===== src/rtl/pet_pkg.sv =====
// Shared widths, bank codes and register map of the PET system bus.
// Modules import it with a wildcard import in their header.
// The host address is a banked 20-bit word. It is read either as a RAM
// offset or as a register bank and index.
package pet_pkg;
    localparam int DATA_WIDTH      = 8;
    localparam int CPU_ADDR_WIDTH  = 16;
    localparam int HOST_ADDR_WIDTH = 20;
    localparam int RAM_ADDR_WIDTH  = 17;
    localparam int KBD_COL_COUNT   = 10;
    localparam int CRTC_REG_COUNT  = 18;

    // Host bank codes, top 3 bits of the host address
    localparam logic [2:0] BANK_RAM  = 3'd0;
    localparam logic [2:0] BANK_KBD  = 3'd1;
    localparam logic [2:0] BANK_CRTC = 3'd2;
    localparam logic [2:0] BANK_REG  = 3'd3;

    // CPU I/O addresses
    localparam logic [CPU_ADDR_WIDTH-1:0] PIA1_BASE = 16'hE810;
    localparam logic [CPU_ADDR_WIDTH-1:0] PIA_PORTA = 16'h0000;
    localparam logic [CPU_ADDR_WIDTH-1:0] PIA_PORTB = 16'h0002;
    localparam logic [CPU_ADDR_WIDTH-1:0] CRTC_ADDR = 16'hE880;
    localparam logic [CPU_ADDR_WIDTH-1:0] CRTC_DATA = 16'hE881;

    // Control bank
    localparam logic [7:0] REG_CPU    = 8'd0;
    localparam logic [7:0] REG_STATUS = 8'd1;

    localparam int REG_CPU_READY_BIT       = 0;
    localparam int REG_CPU_RESET_BIT       = 1;
    localparam int REG_STATUS_CRT_BIT      = 0;
    localparam int REG_STATUS_KEYBOARD_BIT = 1;

    typedef union packed {
        struct packed {
            logic [2:0]                     bank;
            logic [HOST_ADDR_WIDTH-4:0]     offset;
        } ram;
        struct packed {
            logic [2:0] bank;
            logic [8:0] unused;
            logic [7:0] index;
        } regs;
    } host_addr_u;
endpackage

===== src/rtl/host_port.sv =====
// Host side decoder. Splits a host strobe into one target strobe by bank
// and returns the matching read data on the following cycle.
`timescale 1ns/1ps

module host_port import pet_pkg::*; #(
    parameter int RAM_ADDR_WIDTH = pet_pkg::RAM_ADDR_WIDTH,
    parameter int KBD_COL_COUNT  = pet_pkg::KBD_COL_COUNT,
    parameter int CRTC_REG_COUNT = pet_pkg::CRTC_REG_COUNT,
    localparam int COL_W = $clog2(KBD_COL_COUNT),
    localparam int IDX_W = $clog2(CRTC_REG_COUNT)
) (
    input  logic                       sys_clock_i,
    input  logic                       rst_n_i,
    input  logic                       host_stb_i,
    input  logic                       host_we_i,
    input  logic [HOST_ADDR_WIDTH-1:0] host_addr_i,
    input  logic [DATA_WIDTH-1:0]      host_wdata_i,
    output logic                       ram_stb_o,
    output logic                       ram_we_o,
    output logic [RAM_ADDR_WIDTH-1:0]  ram_addr_o,
    output logic [DATA_WIDTH-1:0]      ram_wdata_o,
    output logic                       kbd_stb_o,
    output logic                       kbd_we_o,
    output logic [COL_W-1:0]           kbd_col_o,
    output logic [DATA_WIDTH-1:0]      kbd_wdata_o,
    output logic                       crtc_stb_o,
    output logic                       crtc_we_o,
    output logic [IDX_W-1:0]           crtc_idx_o,
    output logic [DATA_WIDTH-1:0]      crtc_wdata_o,
    output logic                       ctrl_stb_o,
    output logic                       ctrl_we_o,
    output logic [7:0]                 ctrl_idx_o,
    output logic [DATA_WIDTH-1:0]      ctrl_wdata_o,
    input  logic [DATA_WIDTH-1:0]      ram_rdata_i,
    input  logic [DATA_WIDTH-1:0]      kbd_rdata_i,
    input  logic [DATA_WIDTH-1:0]      crtc_rdata_i,
    input  logic [DATA_WIDTH-1:0]      ctrl_rdata_i,
    output logic [DATA_WIDTH-1:0]      host_rdata_o
);
    host_addr_u addr;
    logic [2:0] rd_bank_q;

    assign addr = host_addr_i;

    assign ram_stb_o  = host_stb_i && (addr.ram.bank == BANK_RAM);
    assign kbd_stb_o  = host_stb_i && (addr.regs.bank == BANK_KBD);
    assign crtc_stb_o = host_stb_i && (addr.regs.bank == BANK_CRTC);
    assign ctrl_stb_o = host_stb_i && (addr.regs.bank == BANK_REG);

    assign ram_we_o  = host_we_i;
    assign kbd_we_o  = host_we_i;
    assign crtc_we_o = host_we_i;
    assign ctrl_we_o = host_we_i;

    assign ram_addr_o = RAM_ADDR_WIDTH'(addr.ram.offset);
    assign kbd_col_o  = addr.regs.index[COL_W-1:0];
    assign crtc_idx_o = addr.regs.index[IDX_W-1:0];
    assign ctrl_idx_o = addr.regs.index;

    assign ram_wdata_o  = host_wdata_i;
    assign kbd_wdata_o  = host_wdata_i;
    assign crtc_wdata_o = host_wdata_i;
    assign ctrl_wdata_o = host_wdata_i;

    // Bank of the last read picks the returned byte until the next read
    always_ff @(posedge sys_clock_i or negedge rst_n_i) begin
        if (!rst_n_i) begin
            rd_bank_q <= BANK_RAM;
        end else if (host_stb_i && !host_we_i) begin
            rd_bank_q <= addr.ram.bank;
        end
    end

    always_comb begin
        case (rd_bank_q)
            BANK_RAM:  host_rdata_o = ram_rdata_i;
            BANK_KBD:  host_rdata_o = kbd_rdata_i;
            BANK_CRTC: host_rdata_o = crtc_rdata_i;
            BANK_REG:  host_rdata_o = ctrl_rdata_i;
            default:   host_rdata_o = '0;
        endcase
    end

    a_we_known: assert property (@(posedge sys_clock_i) disable iff (!rst_n_i)
        host_stb_i |-> !$isunknown(host_we_i));
endmodule


===== config.mk =====
export PLATFORM = sky130hd
export DESIGN_NAME = host_port
export DESIGN_NICKNAME = d
export VERILOG_FILES = /design/src/rtl/pet_pkg.sv /design/src/rtl/host_port.sv
export SDC_FILE = /design/constraint.sdc
export NUM_CORES = 1
export LEC_CHECK = 0
export BUFFER_PORTS_ARGS = -buffer_cell sky130_fd_sc_hd__buf_2
export CORE_ASPECT_RATIO = 0.75
export CORE_MARGIN = 2
export CORE_UTILIZATION = 30
export CTS_BUF_LIST = sky130_fd_sc_hd__clkbuf_4 sky130_fd_sc_hd__clkbuf_8
export CTS_CLUSTER_SIZE = 24
export DETAILED_ROUTE_END_ITERATION = 16
export PLACE_DENSITY = 0.88
export SLEW_MARGIN = 20
export SYNTH_ARGS = -nofsm -noshare
export SYNTH_HDL_FRONTEND = slang
export SYNTH_SLANG_ARGS = --single-unit

===== constraint.sdc =====
create_clock -name sys_clock_i -period 1.14 [get_ports sys_clock_i]
set_input_delay 0.171 -clock sys_clock_i [delete_from_list [all_inputs] [get_ports sys_clock_i]]
set_output_delay 0.171 -clock sys_clock_i [all_outputs]
set_load 0.01 [all_outputs]

[Yosys cells after proc, flatten, opt, wreduce, memory -nomap -nowiden]
Index checks and enable logic that the tools add are counted.
Cells by class
  eq/ne operators: 6
  multiplexer cells: 1
  reduce and logical (&&, ||, !) cells: 8
Operator list (number)
  case mux 8 bit (4 select lines): 1
  equality test 3 x 2 -> 1 bit (second input constant): 4
  equality test 3 x 1 -> 1 bit (second input constant): 2
  zero test 3 bit: 2
  logical AND 1 bit: 5
  zero test 1 bit: 1
Word-level totals
  output and inout port bits: 82
  word-level logic and storage cells: 16
  register bits: 3

[Logic depth before layout (Yosys ltp)]
Gate-level depths: netlist (run 1).
  word-level depth: 2
  depth in mapped cells: 4

[Worst setup path after synthesis (run 1)]
Ideal clock, no wire load.
  kind: flip-flop to output port
  start: register rd_bank_q[0]
  end: output port host_rdata_o[0]
  slack: -0.008 ns
  arrival time: 0.977 ns
  data required time: 0.969 ns
  stages on the path, launching flop included: 4
  buffers on the path: 1
  cells stage by stage: dfrtp_1 -> or2_1 -> clkbuf_2 -> o22ai_1
On the way
  word-level cells in the longest chain between the ends: 2
  elaborated cells between the ends (all ways): 5
  classes of those cells: eq/ne (3); mux (1); reduce/logical (1)
RTL lines
  from (decl): line host_port.sv:41  | logic [2:0] rd_bank_q;
  from (signal assigned): line host_port.sv:70  | rd_bank_q <= addr.ram.bank;
  equality test 3 x 2 -> 1 bit, or another cell as far along: line host_port.sv:75  | case (rd_bank_q)
  case mux 8 bit (4 select lines) *: line host_port.sv:75
  to (decl): line host_port.sv:38  | output logic [DATA_WIDTH-1:0] host_rdata_o
Mark *: on every way between the ends. The rest lies on a longest branch, timed or not.

[Worst setup path in the final report (run 1)]
  start: register rd_bank_q[1]
  end: output port host_rdata_o[1]
Same word-level chain as after synthesis.

==> results.yml, run 1 <==
floorplan:
  die_y_microns: 52.57
  start_util_pct: 31.68
  fp.dieArea_sq_um: 3614
  core_sq_um: 2978
  boundaryPins: 146
  number_of_rows_created_at_floorplan: 17
  fp.dieW_microns: 68.75
synth:
  yosysTopAreaCellShare_pct: 55.70
  avgSynthCellArea_sq_um: 8.499
  number_of_different_library_cells_in_the_post_synthesis_netlist: 15
  yosysWarnings: 0
  synth_top_cells_by_area: "sky130_fd_sc_hd__buf_4 (56%), sky130_fd_sc_hd__mux2i_1 (17%), sky130_fd_sc_hd__dfrtp_1 (8.0%)"
  mappedNetlistArea_sq_um: 943.4
  yosys_register_bits: 3
  seq_area_frac_synth_pct: 7.958
  postSynthNetCount: 175
  synth_area_leader_cell: "sky130_fd_sc_hd__buf_4"
  syn_inst: 111
power:
  power.density_nw_per_um2: 1103
  leakagePower_nw: 0.4527
  vdd_drop_max_mv: 0.3020
status:
  run_status: "finished with violations"
  failed_checks: "setup timing"
finish:
  biggestRegsByFlops: "rd_bank_q: 3 flops"
  top_register: "rd_bank_q"
  final_util_pct: 26.85
  n_antenna_cell: 0
  largest_register_ffs: 3
  final_net_count: 165
  nFillCells: 327
  ratio_of_cells_with_drive_above_1_in_the_final_layout_pct: 66.00
  layout-area-overhead-vs-synth_pct: -15.25
  stdcell_count: 138
global_routing:
  track_usage_pct: 7.274
  grt_overflow: 0
  grt_pass1_wl_mm: 1.904
  grt_max_degree: 17
  number_of_global_route_vias_before_repair: 466
  initial_antenna_violation_count: 0
placement:
  io_buffer_count: 54
  place.detailed.instances: 133
  detailed_place_hpwl_mm: 1.250
  dp_slack_ns: -0.07398
  routabilityCongestion: 0.6471
clock_network:
  cts-buffers-inserted: 3
  clock_insertion_delay_worst_skew_ns: 0.21
  cts_tree: "done"
  clock_tree.buffer_depth: 2
  clock-sinks: 3
  cts.root.buffer_cell: "sky130_fd_sc_hd__clkbuf_8"
  clk_pin_slew_ns: 0.03
  cts.repair_timing.setup_buffer_count: 0
  htree_levels: 1
route:
  drt_pre_antenna_iters: 3
  ant_nets: 0
  drc_errors: 0
  dr.first_iter.drc_count: 3
  route.detailed.vias_per_inst: 4.297
  route.detailed.wl_per_inst_microns: 10.73
  vias: 593
  wl_mm: 1.481
setup_path:
  critical_path_class: "reg2out"
  critPathRequiredTime_ns: 0.97
  critical_path.startpoint_type: "flip-flop"
  critical_path.max_fanout: 16
  setup_slack_of_the_worst_register_to_register_path_ns: 0.28
  setup.worst_path.end_class: "output port"
  cp.arrival_ns: 1.22
timing:
  timing.fmax_mhz: 718.3
  finalHoldViolCount: 0
  final_hold_slack_ns: 0.2509
  final-max-slew-violation-count: 0
  post-route-min-period_ns: 1.392
  setup-violations-final: 8
  timing.clock.skew_ns: 0
  relSlewSlack_pct: 85.25
  rsz0062_at_grt: "true"
  postLayoutSetupSlackWorst_ns: -0.2521
  totalNegativeSetupSlack_ns: -1.915
  worst_max_slew_pin_slew_ns: 0.2181
  finalCritPeriodShare_pct: 122.1
hold_path:
  worst_hold_path_type: "in2reg"
job:
  max_cap_violations: 0
layout make-up:
type	count	area (sq um)	area share, %
Timing Repair Buffer	59	322.8	40.38
Multi-Input combinational cell	34	305.3	38.18
Sequential cell	3	75.07	9.390
Clock buffer	4	48.80	6.103
Tap cell	38	47.55	5.947
cells in the mapped netlist:
master / number
sky130_fd_sc_hd__and2b_1: 1
sky130_fd_sc_hd__and4b_1: 1
sky130_fd_sc_hd__buf_1: 1
sky130_fd_sc_hd__buf_12: 1
sky130_fd_sc_hd__buf_4: 70
sky130_fd_sc_hd__buf_6: 1
sky130_fd_sc_hd__clkbuf_2: 1
sky130_fd_sc_hd__dfrtp_1: 3
sky130_fd_sc_hd__mux2_2: 3
sky130_fd_sc_hd__mux2i_1: 16
sky130_fd_sc_hd__nand2b_1: 1
sky130_fd_sc_hd__nor4b_1: 1
sky130_fd_sc_hd__nor4bb_1: 2
sky130_fd_sc_hd__o22ai_1: 8
sky130_fd_sc_hd__or2_1: 1
stage by stage:
stage	total power, mW	area (sq um)
final	0.8819	799.5
after global routing	0.9478	799.5
after CTS	0.8938	799.5
after detailed placement	0.5548	738.2
after global placement	0.5498	738.2
after floorplan	0.6407	943.4
power by group:
part	switching [mW]	total (mW)	internal, mW
sequential	0.0113	0.134	0.123
combinational	0.185	0.421	0.236
clock	0.0650	0.327	0.262
routing by layer:
layer  share of wire [%]  GRT usage [%]  vias up
met5                   0              0        -
met4                 1.3          3.268        0
met3                  19          6.022        4
met2                  44          11.38       43
met1                  36          6.830      263
li1                    -              -      283
final timing paths:
kind                                 start         endpoint  cells after the start
max reg2reg                   rd_bank_q[0]     rd_bank_q[0]                      2
min                        host_addr_i[18]     rd_bank_q[1]                      2
max in group asynchronous          rst_n_i     rd_bank_q[0]                      2
min reg2reg                   rd_bank_q[2]     rd_bank_q[2]                      1
max                           rd_bank_q[1]  host_rdata_o[1]                      4
min in group asynchronous          rst_n_i     rd_bank_q[1]                      2
kinds of logic after synthesis:
| logic type | synth area share, % |
|---|---|
| buf+inv | 59.95 |
| mux | 20.56 |
| compound gates | 5.305 |
| simple gates | 6.235 |
| flops | 7.957 |
what timing repair did:
action | CTS | global route
endpoints found under the setup margin | 8 | 8
hold buffers | 1 | 0
pin swaps | 0 | 1
endpoints found under the hold margin | 3 | 0
cloned | 0 | 0
gates resized for setup | 1 | 0
critical path: stages (launching register included):
cell	delay, ns
sky130_fd_sc_hd__dfrtp_1	0.40
sky130_fd_sc_hd__buf_12	0.17
sky130_fd_sc_hd__mux2i_1	0.12
sky130_fd_sc_hd__o22ai_1	0.16
sky130_fd_sc_hd__buf_2	0.15
placed cells by master (no fill, tap or decap):
cell type / instances
sky130_fd_sc_hd__and2b_1: 1
sky130_fd_sc_hd__buf_4: 3
sky130_fd_sc_hd__mux2_2: 3
sky130_fd_sc_hd__buf_2: 54
sky130_fd_sc_hd__clkbuf_8: 3
sky130_fd_sc_hd__clkbuf_4: 1
sky130_fd_sc_hd__o22ai_1: 8
sky130_fd_sc_hd__nor4b_1: 1
sky130_fd_sc_hd__nand2b_1: 1
sky130_fd_sc_hd__mux2i_1: 16
sky130_fd_sc_hd__dfrtp_1: 3
sky130_fd_sc_hd__or2_4: 1
sky130_fd_sc_hd__dlygate4sd3_1: 1
sky130_fd_sc_hd__and4b_1: 1
sky130_fd_sc_hd__nor4bb_1: 2
sky130_fd_sc_hd__buf_12: 1
Note: power is estimated with default switching activity, not from simulation.
==> run 2, diff against run 1 <==
--- a/config.mk
+++ b/config.mk
@@ -6,8 +6,6 @@
 export NUM_CORES = 1
 export LEC_CHECK = 0
 export BUFFER_PORTS_ARGS = -buffer_cell sky130_fd_sc_hd__buf_2
-export CORE_ASPECT_RATIO = 0.75
-export CORE_MARGIN = 2
 export CORE_UTILIZATION = 30
 export CTS_BUF_LIST = sky130_fd_sc_hd__clkbuf_4 sky130_fd_sc_hd__clkbuf_8
 export CTS_CLUSTER_SIZE = 24
==> constraint.sdc (replaced) <==
create_clock -name sys_clock_i -period 1.6 [get_ports sys_clock_i]
set_input_delay 0.24 -clock sys_clock_i [delete_from_list [all_inputs] [get_ports sys_clock_i]]
set_output_delay 0.24 -clock sys_clock_i [all_outputs]
set_load 0.01 [all_outputs]
==> run 2 against run 1 <==
Against the previous run: the run now ends clean; critical path depth unchanged; largest cell class unchanged; critical path type unchanged; cell count grew 2.2%; register-to-register slack improved by 0.49 ns; worst hold slack better by 0.044 ns; critical endpoint is now host_rdata_o[7]; largest power group unchanged; power fell by 38%.
==> results.yml, run 2 (same netlist as run 1, synthesis figures left out) <==
status:
  run_status: "finished clean"
finish:
  n_antenna_cell: 0
  top_register: "rd_bank_q"
  layout_common_cells: "sky130_fd_sc_hd__buf_2 (54), sky130_fd_sc_hd__mux2i_1 (16), sky130_fd_sc_hd__o22ai_1 (8)"
  post_layout_inst_area_sq_um: 779.5
  final_common_cell: "sky130_fd_sc_hd__buf_2"
  largest_register_ffs: 3
  ratio_of_cells_with_drive_above_1_in_the_final_layout_pct: 66.67
  final_util_pct: 27.10
  layout-area-overhead-vs-synth_pct: -17.37
  biggestRegsByFlops: "rd_bank_q: 3 flops"
  nFillCells: 314
  final_net_count: 164
setup_path:
  timing.critical_path.max_delay_family: "flip-flops"
  critical_path.max_fanout: 10
  setup.worst_path.end_class: "output port"
  slowest_library_cell_on_the_worst_path: "sky130_fd_sc_hd__dfrtp_2"
  cp.arrival_ns: 1.28
  critical_path.n_buffers_inverters: 2
  crit_chain: "buf_12 -> mux2i_1 -> o22ai_1 -> buf_2"
  crit_path_max_incr_delay_ns: 0.44
  critical_path.startpoint_type: "flip-flop"
  setup_slack_of_the_worst_register_to_register_path_ns: 0.77
  timing.rr.end: "rd_bank_q[1]"
  r2r-start: "rd_bank_q[1]"
  critPathRequiredTime_ns: 1.36
  timing.reg2reg.worst_path_depth: 1
  critical_path_class: "reg2out"
global_routing:
  track_usage_pct: 9.606
  initial_antenna_violation_count: 0
  grt_overflow: 0
  grt_pass1_wl_mm: 2.477
  number_of_global_route_vias_before_repair: 567
  grt_max_degree: 11
floorplan:
  core_sq_um: 2877
  number_of_rows_created_at_floorplan: 19
  boundaryPins: 146
  die_y_microns: 58.08
  fp.dieArea_sq_um: 3373
  fp.dieW_microns: 58.08
  start_util_pct: 32.80
timing:
  timing.fmax_mhz: 658.0
  final-max-slew-violation-count: 0
  timing.clock.skew_ns: 0
  finalHoldViolCount: 0
  final_hold_slack_ns: 0.2947
  postLayoutSetupSlackWorst_ns: 0.08020
  setup-violations-final: 0
  worst_max_slew_pin_slew_ns: 0.3483
  post-route-min-period_ns: 1.520
  rsz0062_at_grt: "false"
  totalNegativeSetupSlack_ns: 0
  relSlewSlack_pct: 76.78
  finalCritPeriodShare_pct: 94.99
route:
  route.detailed.wl_per_inst_microns: 11.87
  route.detailed.vias_per_inst: 4.156
  drc_errors: 0
  drt_pre_antenna_iters: 3
  dr.first_iter.drc_count: 12
  vias: 586
  ant_nets: 0
  wl_mm: 1.673
power:
  power.density_nw_per_um2: 697.0
  net-switching-power_mw: 0.1812
  power.share.switching_pct: 33.36
  internal_power_mw: 0.3621
  clock_power_share_pct: 27.3
  pwr-share-comb_pct: 54.1
  leakagePower_nw: 0.4397
  p_seq_share_pct: 18.6
  vdd_drop_max_mv: 0.3377
placement:
  io_buffer_count: 54
  detailed_place_hpwl_mm: 1.409
  dp_slack_ns: 0.2504
  routabilityCongestion: 0.5622
  dpl_cell_area_sq_um: 728.2
hold_path:
  hold-path-cell-count: 2
  hp-start: "host_addr_i[17]"
  worst_hold_path_type: "in2reg"
  timing.hold.worst_endpoint: "rd_bank_q[0]"
clock_network:
  clock-sinks: 3
  cts.root.buffer_cell: "sky130_fd_sc_hd__clkbuf_4"
  clock_tree.buffer_depth: 2
  clk_pin_slew_ns: 0.04
  htree_levels: 1
  cts_tree: "done"
  cts-buffers-inserted: 3
  clock_insertion_delay_worst_skew_ns: 0.23
job:
  max_cap_violations: 0
run 2: worst max-delay path by stage:
stage,startpoint,endpoint,slack (ns),cells after the start
finish,rd_bank_q[1],host_rdata_o[7],0.08,4
global route,rd_bank_q[2],host_rdata_o[6],0.0005,3
CTS,rd_bank_q[2],host_rdata_o[6],0.06,3
detailed placement,rd_bank_q[0],host_rdata_o[6],0.25,3
global placement,rd_bank_q[0],host_rdata_o[6],0.25,3
floorplan,rd_bank_q[0],host_rdata_o[0],0.38,3
run 2: what timing repair did:
action                                  CTS  global route
hold buffers                              1             0
setup buffers                             0             1
hold endpoints to repair                  3             0
resized for setup                         2             0
endpoints found under the setup margin    3             2
run 2: area by class of cell:
cell class	count	area, sq um	area share [%]
multi-input combinational	34	305.3	39.17
clock buffer	4	30.03	3.852
sequential	3	76.32	9.791
timing repair buffer	58	315.3	40.45
tap	42	52.55	6.742
run 2: through the flow:
stage,cells,power (mW)
after floorplan,111,0.4565
after global placement,135,0.3824
after detailed placement,135,0.3880
after CTS,140,0.5513
after global routing,141,0.5894
final,141,0.5433
run 2: power by group through the flow:
stage / clock, mW / combinational [mW] / sequential [mW]
final: 0.148 / 0.294 / 0.101
after floorplan: 0 / 0.363 / 0.0932
after global placement: 0 / 0.282 / 0.101
after global routing: 0.163 / 0.323 / 0.103
after detailed placement: 0 / 0.286 / 0.102
after CTS: 0.157 / 0.293 / 0.102
run 2: metal layers:
metal | up-vias | share of wire (%) | GRT usage [%]
li1 | 278 | - | -
met1 | 254 | 35 | 9.582
met2 | 48 | 51 | 15.44
met3 | 6 | 13 | 6.920
met4 | 0 | 0.84 | 3.741
met5 | - | 0 | 0
==> run 3, diff against run 2 <==
--- a/config.mk
+++ b/config.mk
@@ -5,12 +5,13 @@
 export SDC_FILE = /design/constraint.sdc
 export NUM_CORES = 1
 export LEC_CHECK = 0
+export ABC_AREA = 1
 export BUFFER_PORTS_ARGS = -buffer_cell sky130_fd_sc_hd__buf_2
-export CORE_UTILIZATION = 30
+export CORE_UTILIZATION = 32
 export CTS_BUF_LIST = sky130_fd_sc_hd__clkbuf_4 sky130_fd_sc_hd__clkbuf_8
 export CTS_CLUSTER_SIZE = 24
 export DETAILED_ROUTE_END_ITERATION = 16
-export PLACE_DENSITY = 0.88
+export PLACE_DENSITY = 0.87
 export SLEW_MARGIN = 20
 export SYNTH_ARGS = -nofsm -noshare
 export SYNTH_HDL_FRONTEND = slang
==> run 3 against run 2 <==
Against the previous run: cell area increased by 18%; critical path type unchanged; synthesized cell count up 55%; non-clock buffer count unchanged; global-route usage grew 2.9 points.
==> results.yml, run 3 <==
status:
  run_status: "finished clean"
synth:
  avgSynthCellArea_sq_um: 6.358
  synth_common_cells: "sky130_fd_sc_hd__buf_4 (71), sky130_fd_sc_hd__nand2_1 (28), sky130_fd_sc_hd__inv_1 (20)"
  mappedNetlistArea_sq_um: 1094
  combinational_family_with_the_most_area_after_synthesis: "buffers and inverters"
  yosysTopAreaCellShare_pct: 48.74
  muxShareOfSynthArea_pct: 0
  seq_area_frac_synth_pct: 6.865
  number_of_different_library_cells_in_the_post_synthesis_netlist: 13
  ys.flop_type: "sky130_fd_sc_hd__dfrtp_1"
  yosys_register_bits: 3
  synth-simple-area-share_pct: 30.21
  synth_area_leader_cell: "sky130_fd_sc_hd__buf_4"
  synth_compound_gate_area_share_pct: 1.373
  syn_inst: 172
  synth_xor_xnor_area_share_pct: 0
  postSynthNetCount: 236
  yosysWarnings: 0
  synth_enable_flop_cells: 0
  fraction_of_registers_with_async_set_reset_pct: 100.0
  synth_most_common_cell: "sky130_fd_sc_hd__buf_4"
  synth_fa_ha_area_share_pct: 0
  synth_top_cells_by_area: "sky130_fd_sc_hd__buf_4 (49%), sky130_fd_sc_hd__nand2_1 (9.6%), sky130_fd_sc_hd__nand4_1 (9.2%)"
timing:
  rsz0062_at_grt: "true"
  finalHoldViolCount: 0
  finalCritPeriodShare_pct: 99.68
  timing.fmax_mhz: 627.0
  final-max-slew-violation-count: 0
  setup-violations-final: 0
  relSlewSlack_pct: 83.12
  post-route-min-period_ns: 1.595
  worst_max_slew_pin_slew_ns: 0.2526
  timing.clock.skew_ns: 0
  totalNegativeSetupSlack_ns: 0
placement:
  detailed_place_hpwl_mm: 1.729
  io_buffer_count: 54
  routabilityCongestion: 0.6954
clock_network:
  clock_tree.buffer_depth: 2
  cts-buffers-inserted: 3
  htree_levels: 1
  cts.root.buffer_cell: "sky130_fd_sc_hd__clkbuf_4"
  clock-sinks: 3
  clock_insertion_delay_worst_skew_ns: 0.23
  clk_pin_slew_ns: 0.04
  cts_tree: "done"
floorplan:
  core_sq_um: 3153
  start_util_pct: 34.68
  number_of_rows_created_at_floorplan: 20
  die_y_microns: 60.46
  fp.dieW_microns: 60.46
  fp.dieArea_sq_um: 3655
  boundaryPins: 146
route:
  drc_errors: 0
  route.detailed.vias_per_inst: 4.495
  wl_mm: 2.359
  drt_pre_antenna_iters: 2
  ant_nets: 0
  dr.first_iter.drc_count: 43
  route.detailed.wl_per_inst_microns: 11.68
  vias: 908
setup_path:
  setup_slack_of_the_worst_register_to_register_path_ns: 0.84
  setup.worst_path.end_class: "output port"
  cp.arrival_ns: 1.35
  critical_path.max_fanout: 8
  critical_path_class: "reg2out"
  critPathRequiredTime_ns: 1.36
  critical_path.startpoint_type: "flip-flop"
finish:
  final_common_cell: "sky130_fd_sc_hd__buf_2"
  largest_register_ffs: 3
  nFillCells: 381
  layout_common_cells: "sky130_fd_sc_hd__buf_2 (54), sky130_fd_sc_hd__nand2_1 (28), sky130_fd_sc_hd__inv_1 (20)"
  ratio_of_cells_with_drive_above_1_in_the_final_layout_pct: 43.67
  n_antenna_cell: 0
  biggestRegsByFlops: "rd_bank_q: 3 flops"
  final_net_count: 223
  top_register: "rd_bank_q"
  layout-area-overhead-vs-synth_pct: -15.56
global_routing:
  track_usage_pct: 12.48
  grt_max_degree: 17
  grt_pass1_wl_mm: 3.360
  number_of_global_route_vias_before_repair: 796
  grt_overflow: 0
  initial_antenna_violation_count: 0
job:
  max_cap_violations: 0
hold_path:
  worst_hold_path_type: "in2reg"
power:
  leakagePower_nw: 0.5680
  power.density_nw_per_um2: 639.2
  totalPowerFinal_mw: 0.5902
  vdd_drop_max_mv: 0.2102
run 3: stage by stage:
step                      cells  hold WS [ns]  worst slack, ns  cell area (sq um)  util (%)
after floorplan             172      -0.05559           0.3707               1094         -
after global placement      195       0.03811           0.2199              845.8     26.83
after detailed placement    195       0.03828           0.1835              845.8     26.83
after CTS                   202        0.3024          0.01363              907.1     28.77
after global routing        202        0.3242         -0.08387              923.4     29.29
final                       202        0.2991         0.005090              923.4     29.29
run 3: repair_timing:
item | 4_1_cts | 5_1_grt
buffers inserted | 1 | 0
endpoints found under the setup margin | 8 | 8
gates resized for setup | 2 | 4
endpoints found under the hold margin | 3 | 0
pin swaps | 1 | 3
gates cloned | 1 | 0
hold buffers | 1 | 0
run 3: cell families (layout without fill, tap and decap cells):
group                  after synthesis  in the layout
AO/OA/AOI/OAI                        3              3
AND/OR/NAND/NOR                     67             68
buffers and inverters               99             84
flip-flops                           3              3
run 3: routing by layer:
metal | vias up | wire length [microns] | track usage (%)
met4 | 0 | 63 | 8.442
met3 | 11 | 268 | 3.838
met2 | 69 | 1098 | 22.61
met1 | 383 | 928 | 12.11
li1 | 445 | - | -
met5 | - | 0 | 0
run 3: final timing paths:
check	endpoint	cells past startpoint	startpoint
max	host_rdata_o[4]	6	rd_bank_q[0]
min	rd_bank_q[1]	3	host_addr_i[18]
max reg2reg	rd_bank_q[2]	2	rd_bank_q[2]
min reg2reg	rd_bank_q[1]	2	rd_bank_q[1]
max in group asynchronous	rd_bank_q[2]	2	rst_n_i
min in group asynchronous	rd_bank_q[0]	2	rst_n_i
run 3: power breakdown:
group	internal (mW)	switching, mW
Combinational	0.138	0.187
Sequential	0.0871	0.0273
Clock	0.110	0.0400
run 3: critical path, cell delays in order, from the launching register on:
cell	delay, ns
sky130_fd_sc_hd__dfrtp_2	0.47
sky130_fd_sc_hd__nor2_4	0.27
sky130_fd_sc_hd__nand3_1	0.11
sky130_fd_sc_hd__nand2_1	0.08
sky130_fd_sc_hd__inv_1	0.03
sky130_fd_sc_hd__nand2_1	0.04
sky130_fd_sc_hd__buf_2	0.12
run 3: final cells by class:
| type | count | area [sq um] | share of cell area (%) |
|---|---|---|---|
| timing repair buffer | 58 | 306.5 | 33.20 |
| sequential | 3 | 77.57 | 8.401 |
| multi-input combinational | 71 | 366.6 | 39.70 |
| clock buffer | 4 | 30.03 | 3.252 |
| tap | 44 | 55.05 | 5.962 |
| inverter | 22 | 87.58 | 9.485 |
